### config.mk
export PLATFORM = sky130hd
export DESIGN_NAME = btc_spc_dec
export DESIGN_NICKNAME = d
export VERILOG_FILES = /design/src/rtl/btc_pkg.sv /design/src/rtl/btc_dec_mem.sv /design/src/rtl/btc_row_check.sv /design/src/rtl/btc_col_check.sv /design/src/rtl/btc_err_locate.sv /design/src/rtl/btc_dec_ctrl.sv /design/src/rtl/btc_spc_dec.sv
export SDC_FILE = /design/constraint.sdc
export NUM_CORES = 1
export LEC_CHECK = 0
export ABC_AREA = 1
export BUFFER_PORTS_ARGS = -buffer_cell sky130_fd_sc_hd__buf_2
export CORE_MARGIN = 2
export CORE_UTILIZATION = 40
export DETAILED_ROUTE_END_ITERATION = 10
export GPL_TIMING_DRIVEN = 0
export SLEW_MARGIN = 20
export SYNTH_ARGS = -nofsm -noshare
export SYNTH_HDL_FRONTEND = slang
export SYNTH_SLANG_ARGS = --single-unit
### constraint.sdc
create_clock -name iclk -period 6.4 [get_ports iclk]
set_clock_uncertainty 0.2 [all_clocks]
set_input_delay 1.28 -clock iclk [delete_from_list [all_inputs] [get_ports iclk]]
set_output_delay 1.28 -clock iclk [all_outputs]
set_load 0.05 [all_outputs]
### src/rtl/btc_pkg.sv
package btc_pkg;

  // ----------------------------------------------------------
  // block geometry
  // ----------------------------------------------------------
  localparam int BLK_ROWS = 8;  // rows per block, last one is the parity row
  localparam int ROW_W    = 8;  // 7 data bits + 1 even parity bit
  localparam int ROW_AW   = 3;  // row address into the block ram

  // ----------------------------------------------------------
  // wishbone register map
  // ----------------------------------------------------------
  localparam int WB_AW = 4;  // 0..7 rows, 8.. registers

  // write starts a decode
  // read gives busy in [7], outcome in [1:0]
  localparam logic [WB_AW-1:0] ADR_CTRL = 4'd8;
  // read gives error row in [5:3], error column in [2:0]
  localparam logic [WB_AW-1:0] ADR_LOC  = 4'd9;

  // decode outcome
  typedef enum logic [1:0] {
    RES_CLEAN = 2'd0,  // no parity fails
    RES_FIXED = 2'd1,  // one row, one column, bit flipped
    RES_FAIL  = 2'd2   // anything else, block untouched
  } dec_res_t;

endpackage

### src/rtl/btc_dec_mem.sv
`timescale 1ns/100ps

module btc_dec_mem #(
  parameter int addr_w = 3,
  parameter int dat_w  = 8
) (
  input  logic              iclk,
  // write side
  input  logic              write,
  input  logic [addr_w-1:0] waddr,
  input  logic [dat_w-1:0]  wdat,
  // read side, one tick latency
  input  logic [addr_w-1:0] raddr,
  output logic [dat_w-1:0]  rdat
);

  logic [dat_w-1:0] mem [2**addr_w];  // storage array

  // ----------------------------------------------------------
  // write port
  // ----------------------------------------------------------
  always_ff @(posedge iclk) begin
    if (write) begin
      mem[waddr] <= wdat;
    end
  end

  // ----------------------------------------------------------
  // registered read port
  // ----------------------------------------------------------
  always_ff @(posedge iclk) begin
    rdat <= mem[raddr];  // old data on a same-address write
  end

endmodule

### src/rtl/btc_row_check.sv
`timescale 1ns/100ps

module btc_row_check
  import btc_pkg::*;
(
  input  logic              iclk,
  input  logic              rst_n,
  input  logic              sweep_first,   // first row of a sweep
  input  logic              row_vld,       // mem_rdat holds a row
  input  logic [ROW_AW-1:0] sweep_idx,     // row number of mem_rdat
  input  logic [ROW_W-1:0]  mem_rdat,
  output logic [1:0]        row_fail_cnt,  // saturates at 2
  output logic [ROW_AW-1:0] row_fail_idx   // last failing row
);

  logic fail;  // row parity fail

  assign fail = ^mem_rdat;  // even parity, any odd weight is a fail

  always_ff @(posedge iclk) begin
    if (!rst_n) begin
      row_fail_cnt <= '0;
      row_fail_idx <= '0;
    end else if (row_vld) begin
      if (sweep_first) begin
        // restart the count with this row
        row_fail_cnt <= {1'b0, fail};
        row_fail_idx <= fail ? sweep_idx : '0;
      end else if (fail) begin
        if (row_fail_cnt != 2'd2) begin
          row_fail_cnt <= row_fail_cnt + 2'd1;  // 2 means two or more
        end
        row_fail_idx <= sweep_idx;  // only meaningful when count is 1
      end
    end
  end

endmodule

### src/rtl/btc_col_check.sv
`timescale 1ns/100ps

module btc_col_check
  import btc_pkg::*;
(
  input  logic             iclk,
  input  logic             rst_n,
  input  logic             sweep_first,  // load instead of accumulate
  input  logic             row_vld,
  input  logic [ROW_W-1:0] mem_rdat,
  output logic [ROW_W-1:0] col_syn       // one bit per failing column
);

  // ----------------------------------------------------------
  // column syndrome accumulator
  // ----------------------------------------------------------
  // xor of all rows, parity row included, is zero for a codeword.
  // every set bit marks a column with odd weight

  always_ff @(posedge iclk) begin
    if (!rst_n) begin
      col_syn <= '0;
    end else if (row_vld) begin
      if (sweep_first) begin
        col_syn <= mem_rdat;  // drop the previous block
      end else begin
        col_syn <= col_syn ^ mem_rdat;
      end
    end
  end

endmodule

### src/rtl/btc_err_locate.sv
`timescale 1ns/100ps

module btc_err_locate
  import btc_pkg::*;
(
  input  logic              iclk,
  input  logic              rst_n,
  input  logic              sweep_done,    // checker results are final
  input  logic [1:0]        row_fail_cnt,
  input  logic [ROW_AW-1:0] row_fail_idx,
  input  logic [ROW_W-1:0]  col_syn,
  output logic              loc_vld,       // one tick after sweep_done
  output dec_res_t          res,
  output logic [ROW_AW-1:0] err_row,
  output logic [ROW_AW-1:0] err_col,
  output logic [ROW_W-1:0]  flip_mask      // one-hot in err_col
);

  logic [3:0]        col_cnt;  // ones in col_syn, up to 8
  logic [ROW_AW-1:0] col_pos;  // position of the highest one
  dec_res_t          res_nxt;

  // ----------------------------------------------------------
  // syndrome weight and position
  // ----------------------------------------------------------
  always_comb begin
    col_cnt = '0;
    col_pos = '0;
    for (int i = 0; i < ROW_W; i++) begin
      if (col_syn[i]) begin
        col_cnt = col_cnt + 4'd1;
        col_pos = ROW_AW'(i);  // exact when weight is 1
      end
    end
  end

  // outcome decision
  always_comb begin
    if (row_fail_cnt == 2'd0 && col_cnt == 4'd0) begin
      res_nxt = RES_CLEAN;
    end else if (row_fail_cnt == 2'd1 && col_cnt == 4'd1) begin
      res_nxt = RES_FIXED;  // single bit at the crossing
    end else begin
      res_nxt = RES_FAIL;
    end
  end

  // ----------------------------------------------------------
  // result registers, held until the next sweep
  // ----------------------------------------------------------
  always_ff @(posedge iclk) begin
    if (!rst_n) begin
      loc_vld   <= 1'b0;
      res       <= RES_CLEAN;
      err_row   <= '0;
      err_col   <= '0;
      flip_mask <= '0;
    end else begin
      loc_vld <= sweep_done;
      if (sweep_done) begin
        res <= res_nxt;
        if (res_nxt == RES_FIXED) begin
          err_row   <= row_fail_idx;
          err_col   <= col_pos;
          flip_mask <= ROW_W'(1) << col_pos;
        end else begin
          err_row   <= '0;  // no location for clean or fail
          err_col   <= '0;
          flip_mask <= '0;
        end
      end
    end
  end

endmodule

### src/rtl/btc_dec_ctrl.sv
`timescale 1ns/100ps

module btc_dec_ctrl
  import btc_pkg::*;
(
  input  logic              iclk,
  input  logic              rst_n,
  // wishbone classic slave
  input  logic              wb_cyc,
  input  logic              wb_stb,
  input  logic              wb_we,
  input  logic [WB_AW-1:0]  wb_adr,
  input  logic [ROW_W-1:0]  wb_dat_w,
  output logic [ROW_W-1:0]  wb_dat_r,
  output logic              wb_ack,
  // block memory
  output logic              mem_write,
  output logic [ROW_AW-1:0] mem_waddr,
  output logic [ROW_W-1:0]  mem_wdat,
  output logic [ROW_AW-1:0] mem_raddr,
  input  logic [ROW_W-1:0]  mem_rdat,
  // checkers
  output logic              sweep_first,
  output logic              row_vld,
  output logic [ROW_AW-1:0] sweep_idx,
  output logic              sweep_done,
  // locator
  input  logic              loc_vld,
  input  dec_res_t          res,
  input  logic [ROW_AW-1:0] err_row,
  input  logic [ROW_AW-1:0] err_col,
  input  logic [ROW_W-1:0]  flip_mask
);

  typedef enum logic [2:0] {ST_IDLE, ST_SWEEP, ST_LOC, ST_FIX, ST_DONE} state_t;

  state_t            state;
  logic              busy;
  logic [ROW_AW-1:0] cnt;       // sweep read address
  dec_res_t          res_q;     // outcome register
  logic [ROW_AW-1:0] row_q;     // location register
  logic [ROW_AW-1:0] col_q;
  logic              rd_stage;  // row read waiting on the ram
  logic              rd_zero;   // row read taken while busy
  logic              acc;
  logic              is_row;
  logic              host_wr;
  logic              start;
  logic [ROW_W-1:0]  reg_rdat;

  // ----------------------------------------------------------
  // bus decode
  // ----------------------------------------------------------
  assign acc     = wb_cyc & wb_stb & ~wb_ack & ~rd_stage;  // new access
  assign is_row  = (wb_adr < WB_AW'(BLK_ROWS));
  assign host_wr = acc & wb_we & is_row & ~busy;  // dropped while busy
  assign start   = acc & wb_we & (wb_adr == ADR_CTRL) & ~busy;

  always_comb begin
    case (wb_adr)
      ADR_CTRL: reg_rdat = {busy, 5'b0, res_q};
      ADR_LOC:  reg_rdat = {2'b0, row_q, col_q};
      default:  reg_rdat = '0;  // unmapped reads as zero
    endcase
  end

  // ack one tick after stb for registers and writes, two for row reads
  always_ff @(posedge iclk) begin
    if (!rst_n) begin
      wb_ack   <= 1'b0;
      rd_stage <= 1'b0;
    end else begin
      wb_ack   <= rd_stage | (acc & ~(is_row & ~wb_we));
      rd_stage <= acc & is_row & ~wb_we;
    end
  end

  // read data path
  always_ff @(posedge iclk) begin
    if (acc) begin
      rd_zero <= busy;
    end
    if (rd_stage) begin
      wb_dat_r <= rd_zero ? '0 : mem_rdat;  // ram owned by the sweep
    end else if (acc) begin
      wb_dat_r <= wb_we ? '0 : reg_rdat;
    end
  end

  // ----------------------------------------------------------
  // decode sequencer
  // ----------------------------------------------------------
  always_ff @(posedge iclk) begin
    if (!rst_n) begin
      state       <= ST_IDLE;
      busy        <= 1'b0;
      cnt         <= '0;
      res_q       <= RES_CLEAN;
      row_q       <= '0;
      col_q       <= '0;
      row_vld     <= 1'b0;
      sweep_first <= 1'b0;
      sweep_idx   <= '0;
      sweep_done  <= 1'b0;
    end else begin
      // ram data lags the address by one tick
      row_vld     <= (state == ST_SWEEP);
      sweep_first <= (state == ST_SWEEP) && (cnt == '0);
      sweep_idx   <= cnt;
      sweep_done  <= row_vld && (sweep_idx == ROW_AW'(BLK_ROWS-1));
      if (start) begin
        busy <= 1'b1;
      end
      case (state)
        ST_IDLE: begin
          if (busy) begin  // tick after the start ack
            state <= ST_SWEEP;
            cnt   <= '0;
          end
        end
        ST_SWEEP: begin
          cnt <= cnt + 1'b1;
          if (cnt == ROW_AW'(BLK_ROWS-1)) begin
            state <= ST_LOC;
          end
        end
        ST_LOC: begin
          if (loc_vld) begin
            state <= (res == RES_FIXED) ? ST_FIX : ST_DONE;
          end
        end
        default: begin  // fix or done, close the decode
          state <= ST_IDLE;
          busy  <= 1'b0;
          res_q <= res;
          row_q <= err_row;
          col_q <= err_col;
        end
      endcase
    end
  end

  // ----------------------------------------------------------
  // memory port mux
  // ----------------------------------------------------------
  always_comb begin
    if (state == ST_FIX) begin
      mem_write = 1'b1;  // write back the corrected row
      mem_waddr = err_row;
      mem_wdat  = mem_rdat ^ flip_mask;
    end else begin
      mem_write = host_wr;
      mem_waddr = wb_adr[ROW_AW-1:0];
      mem_wdat  = wb_dat_w;
    end
  end

  always_comb begin
    case (state)
      ST_SWEEP:      mem_raddr = cnt;
      ST_LOC,
      ST_FIX:        mem_raddr = err_row;  // fetch row to fix
      default:       mem_raddr = wb_adr[ROW_AW-1:0];
    endcase
  end

endmodule

### src/rtl/btc_spc_dec.sv
`timescale 1ns/100ps

module btc_spc_dec
  import btc_pkg::*;
(
  input  logic             iclk,
  input  logic             rst_n,
  // wishbone classic slave
  input  logic             wb_cyc,
  input  logic             wb_stb,
  input  logic             wb_we,
  input  logic [WB_AW-1:0] wb_adr,
  input  logic [ROW_W-1:0] wb_dat_w,
  output logic [ROW_W-1:0] wb_dat_r,
  output logic             wb_ack
);

  // ----------------------------------------------------------
  // internal nets
  // ----------------------------------------------------------
  logic              mem_write;
  logic [ROW_AW-1:0] mem_waddr;
  logic [ROW_W-1:0]  mem_wdat;
  logic [ROW_AW-1:0] mem_raddr;
  logic [ROW_W-1:0]  mem_rdat;
  //
  logic              sweep_first;
  logic              row_vld;
  logic [ROW_AW-1:0] sweep_idx;
  logic              sweep_done;
  //
  logic [1:0]        row_fail_cnt;
  logic [ROW_AW-1:0] row_fail_idx;
  logic [ROW_W-1:0]  col_syn;
  //
  logic              loc_vld;
  dec_res_t          res;
  logic [ROW_AW-1:0] err_row;
  logic [ROW_AW-1:0] err_col;
  logic [ROW_W-1:0]  flip_mask;

  // bus slave and sequencer
  btc_dec_ctrl i_ctrl (
    .iclk         (iclk),
    .rst_n        (rst_n),
    .wb_cyc       (wb_cyc),
    .wb_stb       (wb_stb),
    .wb_we        (wb_we),
    .wb_adr       (wb_adr),
    .wb_dat_w     (wb_dat_w),
    .wb_dat_r     (wb_dat_r),
    .wb_ack       (wb_ack),
    .mem_write    (mem_write),
    .mem_waddr    (mem_waddr),
    .mem_wdat     (mem_wdat),
    .mem_raddr    (mem_raddr),
    .mem_rdat     (mem_rdat),
    .sweep_first  (sweep_first),
    .row_vld      (row_vld),
    .sweep_idx    (sweep_idx),
    .sweep_done   (sweep_done),
    .loc_vld      (loc_vld),
    .res          (res),
    .err_row      (err_row),
    .err_col      (err_col),
    .flip_mask    (flip_mask)
  );

  // block storage, one row per word
  btc_dec_mem #(
    .addr_w (ROW_AW),
    .dat_w  (ROW_W)
  ) i_mem (
    .iclk  (iclk),
    .write (mem_write),
    .waddr (mem_waddr),
    .wdat  (mem_wdat),
    .raddr (mem_raddr),
    .rdat  (mem_rdat)
  );

  btc_row_check i_row_check (
    .iclk         (iclk),
    .rst_n        (rst_n),
    .sweep_first  (sweep_first),
    .row_vld      (row_vld),
    .sweep_idx    (sweep_idx),
    .mem_rdat     (mem_rdat),
    .row_fail_cnt (row_fail_cnt),
    .row_fail_idx (row_fail_idx)
  );

  btc_col_check i_col_check (
    .iclk        (iclk),
    .rst_n       (rst_n),
    .sweep_first (sweep_first),
    .row_vld     (row_vld),
    .mem_rdat    (mem_rdat),
    .col_syn     (col_syn)
  );

  btc_err_locate i_err_locate (
    .iclk         (iclk),
    .rst_n        (rst_n),
    .sweep_done   (sweep_done),
    .row_fail_cnt (row_fail_cnt),
    .row_fail_idx (row_fail_idx),
    .col_syn      (col_syn),
    .loc_vld      (loc_vld),
    .res          (res),
    .err_row      (err_row),
    .err_col      (err_col),
    .flip_mask    (flip_mask)
  );

endmodule

=== After elaboration in Yosys (flattened, before gate mapping) ===
Memories as Yosys holds them, arrays and structs flattened. A register that Yosys moved wholly into a read port is not among the register bits.
Index checks and enable logic that the tools add are counted.

* $add $sub $neg: 9
* $lt $le $gt $ge: 1
* Equal/unequal tests: 15
* Shifts and indexed selects: 1
* Multiplexer cells: 45
* Bitwise gates (word level): 20
* Reductions and logical operators: 20

{| class="wikitable"
|+ Operator list
! cell !! count
|-
| 8-bit 2-to-1 mux || 7
|-
| 3-bit 2-to-1 mux || 15
|-
| 4-bit 2-to-1 mux || 7
|-
| 4-bit by 1-bit adder with 4-bit output (second input constant) || 6
|-
| 8-bit one-hot mux with 2 select lines || 1
|-
| 8-bit bitwise XOR || 2
|-
| 2-bit 2-to-1 mux || 7
|-
| 1-bit bitwise AND || 12
|-
| 3-bit one-hot mux with 2 select lines || 2
|-
| 3-bit one-hot mux with 3 select lines || 1
|-
| 4-bit equality test (second input constant) || 2
|-
| 2-bit nonzero test || 4
|-
| 8-bit parity || 1
|-
| 1-bit by 3-bit << shifter with 8-bit output (first input constant) || 1
|-
| 2-bit by 1-bit equality test with 1-bit output (second input constant) || 3
|-
| 3-bit by 2-bit equality test with 1-bit output (second input constant) || 2
|-
| 3-bit equality test (second input constant) || 2
|-
| 3-bit logical NOT || 2
|-
| 2-bit AND reduction || 3
|-
| 3-bit AND reduction || 2
|-
| 1-bit 2-to-1 mux || 5
|-
| 1-bit NOT || 5
|-
| 4-bit by 1-bit equality test with 1-bit output (second input constant) || 1
|-
| 1-bit logical AND || 4
|-
| other kinds (12) || 14
|}

* Bits in registers: 62
* Bits in writable memories: 64
* Bits of input ports: 17
* Output and inout bits: 9
* Word-level logic and storage cells: 134
* Memories kept: 1

{| class="wikitable"
|+ Memory list
! name !! words !! width !! rd ports !! clocked after Yosys merged registers in !! wr ports !! RTL line !! text
|-
| i_mem.mem || 8 || 8 || 1 || 1 || 1 || btc_dec_mem.sv:17 || <nowiki>logic [dat_w-1:0] mem [2**addr_w];</nowiki>
|}

=== Longest topological paths before layout ===
Gate-level depths: netlist of run 1.

* Word-level depth: 21
* Gate-level depth with buffers: 28
* Mapped depth without buffers: 28

=== Modules after synthesis ===
From an unflattened synthesis of run 1, not the netlist that was laid out.

* Cells, all modules: 868
* Area total of the unflattened synthesis: 6939.2 um^2

{| class="wikitable"
|+ Modules (own cells, without submodules)
! module !! times used !! cells each !! area each (um^2) !! sequential area each (um^2)
|-
| btc_dec_mem || 1 || 303 || 3050.4 || 2082.0
|-
| btc_dec_ctrl || 1 || 206 || 1577.8 || 730.7
|-
| btc_err_locate || 1 || 220 || 1478.9 || 340.3
|-
| btc_row_check || 1 || 80 || 444.2 || 100.1
|-
| btc_col_check || 1 || 59 || 387.9 || 160.2
|}

=== Worst setup path after synthesis of run 1 ===
OpenSTA, ideal clock, no wires.

* Path kind: reg-to-reg
* Start: register i_col_check.col_syn[1]
* End: register i_err_locate.flip_mask[0]
* Setup time: 67 ps
* Arrival time: 4208 ps
* Required time: 6133 ps
* Slack: 1925 ps
* Cell stages (with the launch flop): 26
* Buffers on the path: 0
* Clock period less this slack: 4475 ps
* Cells stage by stage: dfxtp_1 inv_1 ha_1 inv_1 nand2_1 nand2_1 ha_1 nand2_1 nand2_1 ha_1 or2_1 nand2_1 inv_1 ha_1 nand2_1 nand2_1 ha_1 or2_2 nand2_1 inv_1 ha_1 o21ai_0 nand4_4 nor2_8 nand2_8 o21ai_2

* Word-level cells in the longest chain between the ends: 19
* Elaborated cells between the ends (all ways): 29
* Classes of those cells: 6 x add/sub; 2 x eq/ne; 1 x shift; 17 x mux; 3 x reduce/logical

{| class="wikitable"
|+ Ends and longest elaborated chain
! what !! RTL line !! text
|-
| start, declared || btc_col_check.sv:11 || <nowiki>output logic [ROW_W-1:0] col_syn</nowiki>
|-
| start signal, assigned || btc_col_check.sv:25 || <nowiki>col_syn <= mem_rdat;</nowiki>
|-
| start signal, assigned || btc_col_check.sv:27 || <nowiki>col_syn <= col_syn ^ mem_rdat;</nowiki>
|-
| 4-bit 2-to-1 mux || btc_err_locate.sv:30 || <nowiki>if (col_syn[i]) begin</nowiki>
|-
| 4-bit by 1-bit adder with 4-bit output || btc_err_locate.sv:31 || <nowiki>col_cnt = col_cnt + 4'd1;</nowiki>
|-
| 4-bit 2-to-1 mux || btc_err_locate.sv:30 ||
|-
| 4-bit by 1-bit adder with 4-bit output || btc_err_locate.sv:31 ||
|-
| 4-bit 2-to-1 mux || btc_err_locate.sv:30 ||
|-
| 4-bit by 1-bit adder with 4-bit output || btc_err_locate.sv:31 ||
|-
| 4-bit 2-to-1 mux || btc_err_locate.sv:30 ||
|-
| 4-bit by 1-bit adder with 4-bit output || btc_err_locate.sv:31 ||
|-
| [3 not listed] || -- ||
|-
| 4-bit by 1-bit adder with 4-bit output || btc_err_locate.sv:31 ||
|-
| 4-bit 2-to-1 mux || btc_err_locate.sv:30 ||
|-
| 4-bit by 1-bit equality test with 1-bit output || btc_err_locate.sv:41 || <nowiki>end else if (row_fail_cnt == 2'd1 && col_cnt == 4'd1) begin</nowiki>
|-
| 1-bit logical AND || btc_err_locate.sv:41 ||
|-
| 2-bit 2-to-1 mux || btc_err_locate.sv:41 ||
|-
| 2-bit 2-to-1 mux || btc_err_locate.sv:39 || <nowiki>if (row_fail_cnt == 2'd0 && col_cnt == 4'd0) begin</nowiki>
|-
| 2-bit by 1-bit equality test with 1-bit output || btc_err_locate.sv:62 || <nowiki>if (res_nxt == RES_FIXED) begin</nowiki>
|-
| 8-bit 2-to-1 mux (*) || btc_err_locate.sv:62 ||
|-
| end signal, assigned || btc_err_locate.sv:65 || <nowiki>flip_mask <= ROW_W'(1) << col_pos;</nowiki>
|-
| end, declared || btc_err_locate.sv:16 || <nowiki>output logic [ROW_W-1:0] flip_mask</nowiki>
|}

Every way passes the cells marked *; elsewhere a longest branch is shown, timed or not.
A chain may end at the register's enable or synchronous reset.

=== Final worst setup path of run 1 ===
* Start: register i_col_check.col_syn[1]
* End: register i_err_locate.flip_mask[3]

The elaborated chain is that of the path after synthesis.

==> flow_metrics.tcl, run 1 <==
set metrics [dict create \
    status "finished clean" \
    p_clk_frac 0.326 \
    tns_ns 0 \
    synth_compound_area_frac 0.142 \
    syn_inst 665 \
    muxShareOfSynthArea 0.0142 \
    syn_area_um2 6340 \
    timing.max_cap.violations 0 \
    cp-start-kind "register" \
    relSlewSlack 0.193 \
    grt_usage 0.190 \
    synth_warnings 0 \
    synthTopCellsByArea "edfxtp_1 35%, dfxtp_1 19%, nand2_1 6.0%" \
    final_cells 938 \
    drc 0 \
    final-seq-area_um2 3410 \
    routed_wl_mm 15.2 \
    overflow 0 \
    grt_pass1_vias 4700 \
    drive_gt1_frac 0.168 \
    mostFrequentLayoutCell "nand2_1" \
    min_period_ns 4.92 \
    switchingPower_uw 999 \
    ys_types 46 \
    maxSlewViolCount 0 \
    sw_frac_of_total 0.347 \
    ant_nets 0 \
    drtIter0Drc 482 \
    synthAdderAreaFrac 0.0256 \
    grt_max_degree 17 \
    cts_tree "built" \
    dieArea_um2 16900 \
    chipWidth_um 130 \
    yosys.area.top_type_share 0.345 \
    hold_viol 0 \
    num_vias 4809 \
    numCtsBuffers 17 \
    fillers 1448 \
    fin_nets 739 \
    clk_pin_slew_ns 0.06 \
    core_area_um2 15700 \
    p_int_mw 1.88 \
    crit_type "reg2reg" \
    max_freq_ghz 0.203 \
    synth_simple_gate_area_share 0.189 \
    hp-class "reg2reg" \
    synth.net_count 695 \
    vdd_drop_max_mv 0.232 \
    area.growth.synth_to_final_pct 15.2 \
    crit_fanout 10 \
    start_util 0.404 \
    cp_data_arrival_time_ns 5.07 \
    clockRootBuffer "clkbuf_16" \
    cp-end-kind "register" \
    power_frac_seq 0.366 \
    whs_ns 0.252 \
    ioPinCount 26 \
    multi_input_area_um2 2500 \
    h-tree-depth 4 \
    ctsResizeCount 0 \
    holdBufCountCts 0 \
    synth_top_family_by_area "simple AND/OR/NAND/NOR gates" \
    cts_setup_buffers 0 \
    rsz0062_at_grt "false" \
    seq_area_frac_synth 0.538 \
    dr.pass1.iters 7 \
    syn_area_per_cell_um2 9.54 \
    leakagePower_nw 2.84 \
    antenna_found_initial 0 \
    synth_top_cell_by_area "edfxtp_1" \
    required_ns 6.55 \
    port_buffers 25 \
    n_antenna_cell 0 \
    viasPerCell 5.13 \
    die_height_um 130 \
    routedWlPerCell_um 16.2 \
    insertion_delay_ns 0.42 \
    rows 46 \
    setup_viol 0 \
    place_congestion 0.849 \
    hpwl_mm 11.1 \
    grt_pass1_wl_mm 24.0 \
    final.period_utilization 0.769 \
    ys_ff_latch 134 \
    layout_common_cells "101 x nand2_1, 78 x inv_1, 73 x nor2_1, 73 x edfxtp_1, 66 x o21ai_0" \
    r2r_slack_ns 1.48 \
    synthXorXnorAreaFrac 0.0233 \
    cts_sinks 134 \
    cellPowerDensity_nw_per_um2 394 \
    combPwrFrac 0.308 \
    worst_slew_pin_slew_ns 1.20 \
    post-place-cells 906 \
    clockBufferDepth 2 \
]
-- state kept, by name, summed over array words and instances, names as in the netlist, 2 cells and up --
name / flops
i_col_check.col_syn: 8
i_ctrl.res_q: 2
i_err_locate.err_row: 3
i_err_locate.flip_mask: 8
i_ctrl.cnt: 3
i_row_check.row_fail_idx: 3
i_row_check.row_fail_cnt: 2
i_ctrl.row_q: 3
i_ctrl.state: 3
i_ctrl.sweep_idx: 3
i_ctrl.col_q: 3
i_mem.mem: 64
i_err_locate.err_col: 3
i_ctrl.wb_dat_r: 8
i_mem.rdat: 8
i_err_locate.res: 2
-- worst paths after layout --
kind                     startpoint                         to  cells past startpoint
max          i_col_check.col_syn[1]  i_err_locate.flip_mask[3]                     25
max reg2reg  i_col_check.col_syn[1]  i_err_locate.flip_mask[3]                     25
min reg2reg     i_ctrl.sweep_idx[1]          i_ctrl.sweep_done                      2
min             i_ctrl.sweep_idx[1]          i_ctrl.sweep_done                      2
-- final cells by class --
type | count | share of cell area
Sequential cell | 134 | 0.467
Multi-Input combinational cell | 427 | 0.342
Clock buffer | 29 | 0.0727
Inverter | 86 | 0.0443
Tap cell | 216 | 0.0370
Timing Repair Buffer | 25 | 0.0171
Buffer | 18 | 0.0147
Clock inverter | 3 | 0.00548
-- per-stage QoR --
step,power [mW],util,setup slack [ns],area [um2]
global placement,1.93,0.429,1.61,6740
floorplan,1.69,-,1.92,6340
finish,2.88,0.465,1.48,7310
detailed placement,1.94,0.429,1.51,6740
global route,3.02,0.465,1.13,7310
CTS,2.88,0.465,1.47,7310
-- power groups by stage --
stage | logic (mW) | clock network, mW | registers [mW]
2_1_floorplan | 0.636 | 0 | 1.05
3_3_place_gp | 0.857 | 0 | 1.07
3_5_place_dp | 0.869 | 0 | 1.07
4_1_cts | 0.875 | 0.953 | 1.05
5_1_grt | 0.975 | 0.985 | 1.06
6_report | 0.887 | 0.940 | 1.05
-- critical path, stage by stage, from the launching register on --
cell     delay (ns)
dfxtp_1        0.39
inv_1          0.08
ha_1           0.38
inv_1          0.08
nand2_1        0.10
nand2_1        0.06
ha_1           0.27
nand2_1        0.08
nand2_1        0.08
ha_1           0.27
or2_1          0.25
nand2_1        0.10
inv_1          0.05
ha_1           0.26
nand2_1        0.09
nand2_1        0.10
ha_1           0.27
or2_2          0.28
nand2_1        0.09
inv_1          0.07
ha_1           0.26
o21ai_0        0.35
nand4_4        0.18
nor2_8         0.24
nand2_8        0.13
o21ai_2        0.14
-- cells in the mapped netlist, drive strengths merged --
cell type,number
nand2,118
inv,83
nor2,74
edfxtp,73
o21ai,73
dfxtp,61
nand3,37
o22ai,37
a21oi,24
clkbuf,14
ha,13
xnor2,11
a41oi,8
mux2,8
nor3,6
xor2,5
buf,3
clkinv,3
nand4,3
or2,3
a211oi,1
a311oi,1
bufbuf,1
nand3b,1
nor4,1
o221ai,1
o31ai,1
o32ai,1
-- kinds of logic (layout without fill, tap and decap cells) --
group / count (synthesis) / after routing
adders and majority gates: 13 / 13
AOI/OAI and AO/OA: 147 / 147
xor gates and xnor gates: 16 / 16
muxes: 8 / 8
buffers and inverters: 104 / 161
and+or+nand+nor: 243 / 243
DFF: 134 / 134
-- routing by layer --
| metal | wire, um | track usage |
|---|---|---|
| met1 | 7170 | 0.263 |
| met2 | 6920 | 0.291 |
| met4 | 332 | 0.0740 |
| met3 | 759 | 0.0422 |
| met5 | 0 | 0 |
Power figures use the tool's default switching activity.
==> inputs of run 2 (changes only) <==
--- a/config.mk
+++ b/config.mk
@@ -5,7 +5,7 @@
 export SDC_FILE = /design/constraint.sdc
 export NUM_CORES = 1
 export LEC_CHECK = 0
-export ABC_AREA = 1
+export ABC_AREA = 0
 export BUFFER_PORTS_ARGS = -buffer_cell sky130_fd_sc_hd__buf_2
 export CORE_MARGIN = 2
 export CORE_UTILIZATION = 40
==> constraint.sdc (replaced) <==
create_clock -name iclk -period 4.3 [get_ports iclk]
set_clock_uncertainty 0.2 [all_clocks]
set_input_delay 0.86 -clock iclk [delete_from_list [all_inputs] [get_ports iclk]]
set_output_delay 0.86 -clock iclk [all_outputs]
set_load 0.05 [all_outputs]
==> run 2 against run 1 <==
Core utilization rose by 2.9 points. Clock power is 56% higher. Via count decreased by 10%. Flip-flop and latch count is the same. Area after synthesis shrank 3.3%. Total power is 5.0% higher. Critical path type unchanged. Highest routed layer unchanged.
==> flow_metrics.tcl, run 2 <==
set metrics [dict create \
    status "finished clean" \
    yosys.area.top_type_share 0.357 \
    synthTopCellsByArea "edfxtp_1 36%, dfxtp_1 20%, nand2_1 3.7%" \
    syn_inst 539 \
    ys.flop_type "edfxtp_1" \
    final_cells 805 \
    grt_pass1_wl_mm 22.5 \
    clockBufferDepth 2 \
    rows 45 \
    routed_wl_mm 14.6 \
    tns_ns 0 \
    max_freq_ghz 0.234 \
    die_height_um 128 \
    whs_ns 0.241 \
    synthArstFlopShare 0 \
    clk_pin_slew_ns 0.06 \
    syn_area_um2 6140 \
    crit_family "adder cells" \
    hpwl_mm 10.2 \
    mostFrequentLayoutCell "edfxtp_1" \
    chipWidth_um 128 \
    setup_viol 0 \
    cp-start-kind "register" \
    path_cells "inv_4 > ha_4 > xor2_4 > ha_4 > nand2_4 > o31ai_4 > ha_4 > nor2b_2 > nor2_1 > ha_1 > nor2b_2 > nor3_2 > ha_1 > nand2_2 > o41ai_4 > ha_2 > nand2_2 > xnor2_2 > xnor2_2 > nor3_4 > buf_6 > buf_2 > a32o_2" \
    crit_fanout 5 \
    use_met1 0.238 \
    timing.max_cap.violations 0 \
    numCtsBuffers 17 \
    cp_num_cells 23 \
    preCtsSetupSlack_ns -0.603 \
    leakagePower_nw 2.70 \
    synthTopCellsByCount "73 x edfxtp_1, 61 x dfxtp_1, 61 x nand2_1" \
    synth_warnings 0 \
    syn_area_per_cell_um2 11.4 \
    required_ns 4.40 \
    overflow 0 \
    synth.net_count 569 \
    hp-class "reg2reg" \
    start_util 0.407 \
    crit_type "reg2reg" \
    antenna_found_initial 0 \
    met3_usage 0.0405 \
    post-place-cells 752 \
    h-tree-depth 4 \
    grt_use_met2 0.306 \
    final_cell_area_um2 7450 \
    largest_reg_flops 64 \
    dr.pass1.iters 5 \
    drtIter0Drc 300 \
    cts_tree "built" \
    cts_sinks 134 \
    synth_top_cell_by_area "edfxtp_1" \
    clockRootBuffer "clkbuf_16" \
    cp_data_arrival_time_ns 4.38 \
    holdBufCountCts 0 \
    ff2ff_path_depth 23 \
    port_buffers 25 \
    yosysMostFrequentCell "edfxtp_1" \
    grt.busiest_layer "met2" \
    maxSlewViolCount 0 \
    cp-end-kind "register" \
    fin_util 0.494 \
    slowest_delay_ns 0.37 \
    num_vias 4321 \
    ioPinCount 26 \
    dieArea_um2 16300 \
    fin_nets 634 \
    ant_nets 0 \
    insertion_delay_ns 0.42 \
    place_area_um2 6500 \
    ys_ff_latch 134 \
    rsz0062_at_grt "true" \
    worstHoldPathCells 2 \
    crit_buf_inv 3 \
    finalWorstSetupSlack_ns 0.0223 \
    drive_gt1_frac 0.216 \
    ys_types 58 \
    core_area_um2 15100 \
    n_antenna_cell 0 \
    crit_top_cell "ha_4" \
    min_period_ns 4.28 \
    synth_edf_count 73 \
    grt_max_degree 17 \
    relSlewSlack 0.315 \
    routedWlPerCell_um 18.1 \
    area.growth.synth_to_final_pct 21.4 \
    hold_viol 0 \
    regMostFlops "i_mem.mem" \
    cellPowerDensity_nw_per_um2 406 \
    seq_area_frac_synth 0.556 \
    finalPower_mw 3.02 \
    final.period_utilization 0.995 \
    place_congestion 0.818 \
    grt_pass1_vias 4121 \
    grt_usage 0.184 \
    layout_common_cells "73 x edfxtp_1, 58 x nand2_1, 58 x dfxtp_1" \
    drc 0 \
    viasPerCell 5.37 \
    vdd_drop_max_mv 0.205 \
    crit_slowest_cell "dfxtp_4" \
    worst_slew_pin_slew_ns 1.02 \
]
[run 2: worst reg2reg max path, cell delays in order (launching register included)]
cell,delay (ns)
dfxtp_4,0.37
inv_4,0.04
ha_4,0.25
xor2_4,0.16
ha_4,0.28
nand2_4,0.05
o31ai_4,0.10
ha_4,0.25
nor2b_2,0.14
nor2_1,0.07
ha_1,0.30
nor2b_2,0.15
nor3_2,0.07
ha_1,0.31
nand2_2,0.07
o41ai_4,0.06
ha_2,0.24
nand2_2,0.06
xnor2_2,0.14
xnor2_2,0.22
nor3_4,0.07
buf_6,0.14
buf_2,0.16
a32o_2,0.26
[run 2: path summary, 6_finish.rpt]
check | startpoint | slack [ns] | endpoint
setup / recovery | i_col_check.col_syn[0] | 0.02 | i_err_locate.err_row[1]
hold / removal | i_ctrl.sweep_idx[2] | 0.24 | i_ctrl.sweep_done
setup reg to reg | i_col_check.col_syn[0] | 0.02 | i_err_locate.err_row[1]
hold reg to reg | i_ctrl.sweep_idx[2] | 0.24 | i_ctrl.sweep_done
[run 2: power breakdown]
part / leakage, nW / switching [mW] / internal (mW) / total (mW)
clock: 0.290 / 0.512 / 0.958 / 1.47
sequential: 1.16 / 0.0233 / 1.37 / 1.39
combinational: 1.25 / 0.0979 / 0.0668 / 0.165
total: 2.70 / 0.634 / 2.39 / 3.02
[run 2: metal layers]
layer,vias up,share of wire
met2,113,0.50
met3,16,0.032
met5,-,0
met1,2089,0.46
met4,0,0.015
li1,2103,-
[run 2: cell type report]
| type | count | area, um2 |
|---|---|---|
| Sequential cell | 134 | 3420 |
| Fill cell | 1369 | 7640 |
| Inverter | 16 | 62.6 |
| Tap cell | 188 | 235 |
| Clock inverter | 12 | 159 |
| Buffer | 27 | 156 |
| Clock buffer | 20 | 437 |
| Timing Repair Buffer | 46 | 284 |
| Multi-Input combinational cell | 362 | 2700 |
[run 2: what timing repair did]
item,in CTS,in global routing
gates cloned,0,1
endpoints found under the setup margin,16,16
resized for setup,28,12
pin swaps,15,11
buffers inserted,12,8
[run 2: logic make-up after synthesis]
| family | after synthesis | share of synthesized area |
|---|---|---|
| fa+ha+maj | 13 | 0.0265 |
| compound gates | 119 | 0.139 |
| simple gates | 161 | 0.127 |
| mux | 38 | 0.0656 |
| xor+xnor | 31 | 0.0510 |
| flops | 134 | 0.556 |
| buf+inv | 43 | 0.0347 |
==> inputs of run 3 (changes only) <==
--- a/config.mk
+++ b/config.mk
@@ -14,4 +14,5 @@
 export SLEW_MARGIN = 20
 export SYNTH_ARGS = -nofsm -noshare
 export SYNTH_HDL_FRONTEND = slang
+export SYNTH_HIERARCHICAL = 1
 export SYNTH_SLANG_ARGS = --single-unit
==> run 3 against run 2 <==
The run now ends with setup timing left. Clock power about the same. Critical path depth decreased by 1. Flip-flop and latch count unchanged. Worst setup slack worse by 0.15 ns.
==> flow_metrics.tcl, run 3 <==
set metrics [dict create \
    status "complete, but fails checks" \
    violations "setup timing" \
    ioPinCount 26 \
    grt_use_met2 0.291 \
    grt_pass1_wl_mm 22.5 \
    synth_edf_count 73 \
    seq_area_frac_synth 0.539 \
    synthTopCellsByArea "edfxtp_1 35%, dfxtp_1 19%, mux4_1 6.2%" \
    numCtsBuffers 17 \
    regMostFlops "i_mem/mem" \
    antenna_found_initial 0 \
    mostFrequentLayoutCell "edfxtp_1" \
    layout_common_cells "73 x edfxtp_1, 67 x nand2_1, 59 x dfxtp_1" \
    startpoint "i_col_check/col_syn[0]" \
    syn_area_um2 6340 \
    chipWidth_um 130 \
    reg2reg_from "i_col_check/col_syn[0]" \
    synth_warnings 6 \
    h-tree-depth 4 \
    syn_inst 512 \
    vdd_drop_max_mv 0.280 \
    leakagePower_nw 2.90 \
    num_vias 4234 \
    die_height_um 130 \
    synthArstFlopShare 0 \
    grt_max_degree 17 \
    routedWlPerCell_um 17.9 \
    timing.max_cap.violations 0 \
    drc 0 \
    hold_viol 0 \
    drtIter0Drc 288 \
    final.period_utilization 1.03 \
    use_met1 0.241 \
    clockBufferDepth 2 \
    yosys.area.top_type_share 0.346 \
    cts_tree "built" \
    viasPerCell 5.23 \
    synth_top_cell_by_area "edfxtp_1" \
    start_util 0.405 \
    crit_fanout 5 \
    cp_data_arrival_time_ns 4.59 \
    relSlewSlack 0.298 \
    rsz0062_at_grt "true" \
    clk_pin_slew_ns 0.06 \
    syn_area_per_cell_um2 12.4 \
    rows 46 \
    synthTopCellsByCount "73 x edfxtp_1, 71 x nand2_1, 61 x dfxtp_1" \
    post-place-cells 752 \
    finalWorstSetupSlack_ns -0.124 \
    hp-class "reg2reg" \
    area.growth.synth_to_final_pct 21.6 \
    max_freq_ghz 0.226 \
    ant_nets 0 \
    maxSlewViolCount 0 \
    grt_usage 0.180 \
    n_antenna_cell 0 \
    setup_viol 14 \
    place_congestion 0.812 \
    cp-start-kind "register" \
    fin_nets 609 \
    port_buffers 24 \
    routed_wl_mm 14.5 \
    holdBufCountCts 0 \
    overflow 0 \
    insertion_delay_ns 0.42 \
    hp-start "i_ctrl/sweep_idx[0]" \
    core_area_um2 15700 \
    met3_usage 0.0377 \
    ys_ff_latch 134 \
    tns_ns -1.41 \
    ys_types 72 \
    dieArea_um2 16900 \
    synth.net_count 540 \
    min_period_ns 4.42 \
    hpwl_mm 9.75 \
    clockRootBuffer "clkbuf_16" \
    cellPowerDensity_nw_per_um2 397 \
    grt.busiest_layer "met2" \
    drive_gt1_frac 0.276 \
    cts_sinks 134 \
    ys.flop_type "edfxtp_1" \
    yosysMostFrequentCell "edfxtp_1" \
    grt_pass1_vias 4149 \
    dr.pass1.iters 5 \
    crit_type "reg2reg" \
    final_cells 810 \
    largest_reg_flops 64 \
    cp-end-kind "register" \
    required_ns 4.46 \
    worst_slew_pin_slew_ns 1.05 \
]
## run 3: changes by cell type in the layout (fill, tap and decap cells not counted), moves of 10 or more
cell      before  now
a21boi_1       0   12
a32o_2         2   12
a21boi_0      12    1
clkbuf_1      20    7
o21a_1         1   13
mux2i_1       20    3
mux4_1         0   15
o21ai_0       29    5
nor2_1        32   19
a221oi_1      10    0
o21ai_1        2   14
## run 3: area by class of cell
cell class	instances	area (um2)
clock buffers	17	425
multi-input cells	333	2810
flip-flops and latches	134	3420
well taps	216	270
fillers	1414	7950
clock inverters	15	196
repair buffers	50	327
inverters	17	63.8
plain buffers	28	194
## run 3: what timing repair did
item | CTS | global route
resized for setup | 20 | 8
setup buffers | 21 | 6
pin swaps | 17 | 13
setup endpoints to repair | 16 | 16
cloned | 2 | 0
## run 3: worst paths after layout
path | cells past startpoint | endpoint | slack, ns
max | 22 | i_err_locate/err_row[1] | -0.12
min reg2reg | 2 | i_ctrl/sweep_done | 0.25
min | 2 | i_ctrl/sweep_done | 0.25
max reg2reg | 22 | i_err_locate/err_row[1] | -0.12
## run 3: metal layers
metal | vias to the layer above | routed length [um] | part of all wire
li1 | 2043 | - | -
met1 | 2060 | 6790 | 0.47
met2 | 109 | 6940 | 0.48
met3 | 22 | 547 | 0.038
met4 | 0 | 252 | 0.017
met5 | - | 0 | 0
## run 3: kinds of logic after synthesis
family | Yosys count | synth area share
simple gates | 155 | 0.123
compound gates | 103 | 0.125
xor+xnor | 30 | 0.0539
buf+inv | 45 | 0.0397
fa+ha+maj | 11 | 0.0217
flops | 134 | 0.539
mux | 34 | 0.0977
## run 3: stage by stage
stage	total power, mW	worst slack (ns)	hold WS (ns)	area, um2	utilization
after global placement	1.57	-0.257	0.235	6780	0.433
after global routing	3.16	-0.299	0.272	7700	0.492
final	3.06	-0.124	0.253	7700	0.492
after floorplan	1.52	0.00786	0.222	6380	-
after detailed placement	1.58	-0.340	0.245	6790	0.433
after CTS	3.08	-0.160	0.256	7620	0.486
## run 3: worst max-delay path, cell delays in order (launching register included)
cell and delay [ns]:
dfxtp_2 0.34, inv_2 0.05, ha_4 0.25, xor2_2 0.14, ha_1 0.33, nand2_2 0.10, o31ai_4 0.08, ha_1 0.32
nand2b_4 0.16, o21ai_4 0.07, inv_2 0.06, ha_4 0.22, nand2_2 0.09, o21ai_2 0.06, ha_1 0.32, nand2_2 0.11
nand2_4 0.07, ha_4 0.21, or4bb_1 0.52, o32ai_4 0.14, and3b_2 0.27, buf_6 0.12, a32o_2 0.16
## run 3: power by group
part | total [mW] | internal (mW) | switching [mW]
logic | 0.172 | 0.0718 | 0.100
registers | 1.38 | 1.36 | 0.0205
clock network | 1.50 | 0.925 | 0.579
total | 3.06 | 2.36 | 0.700
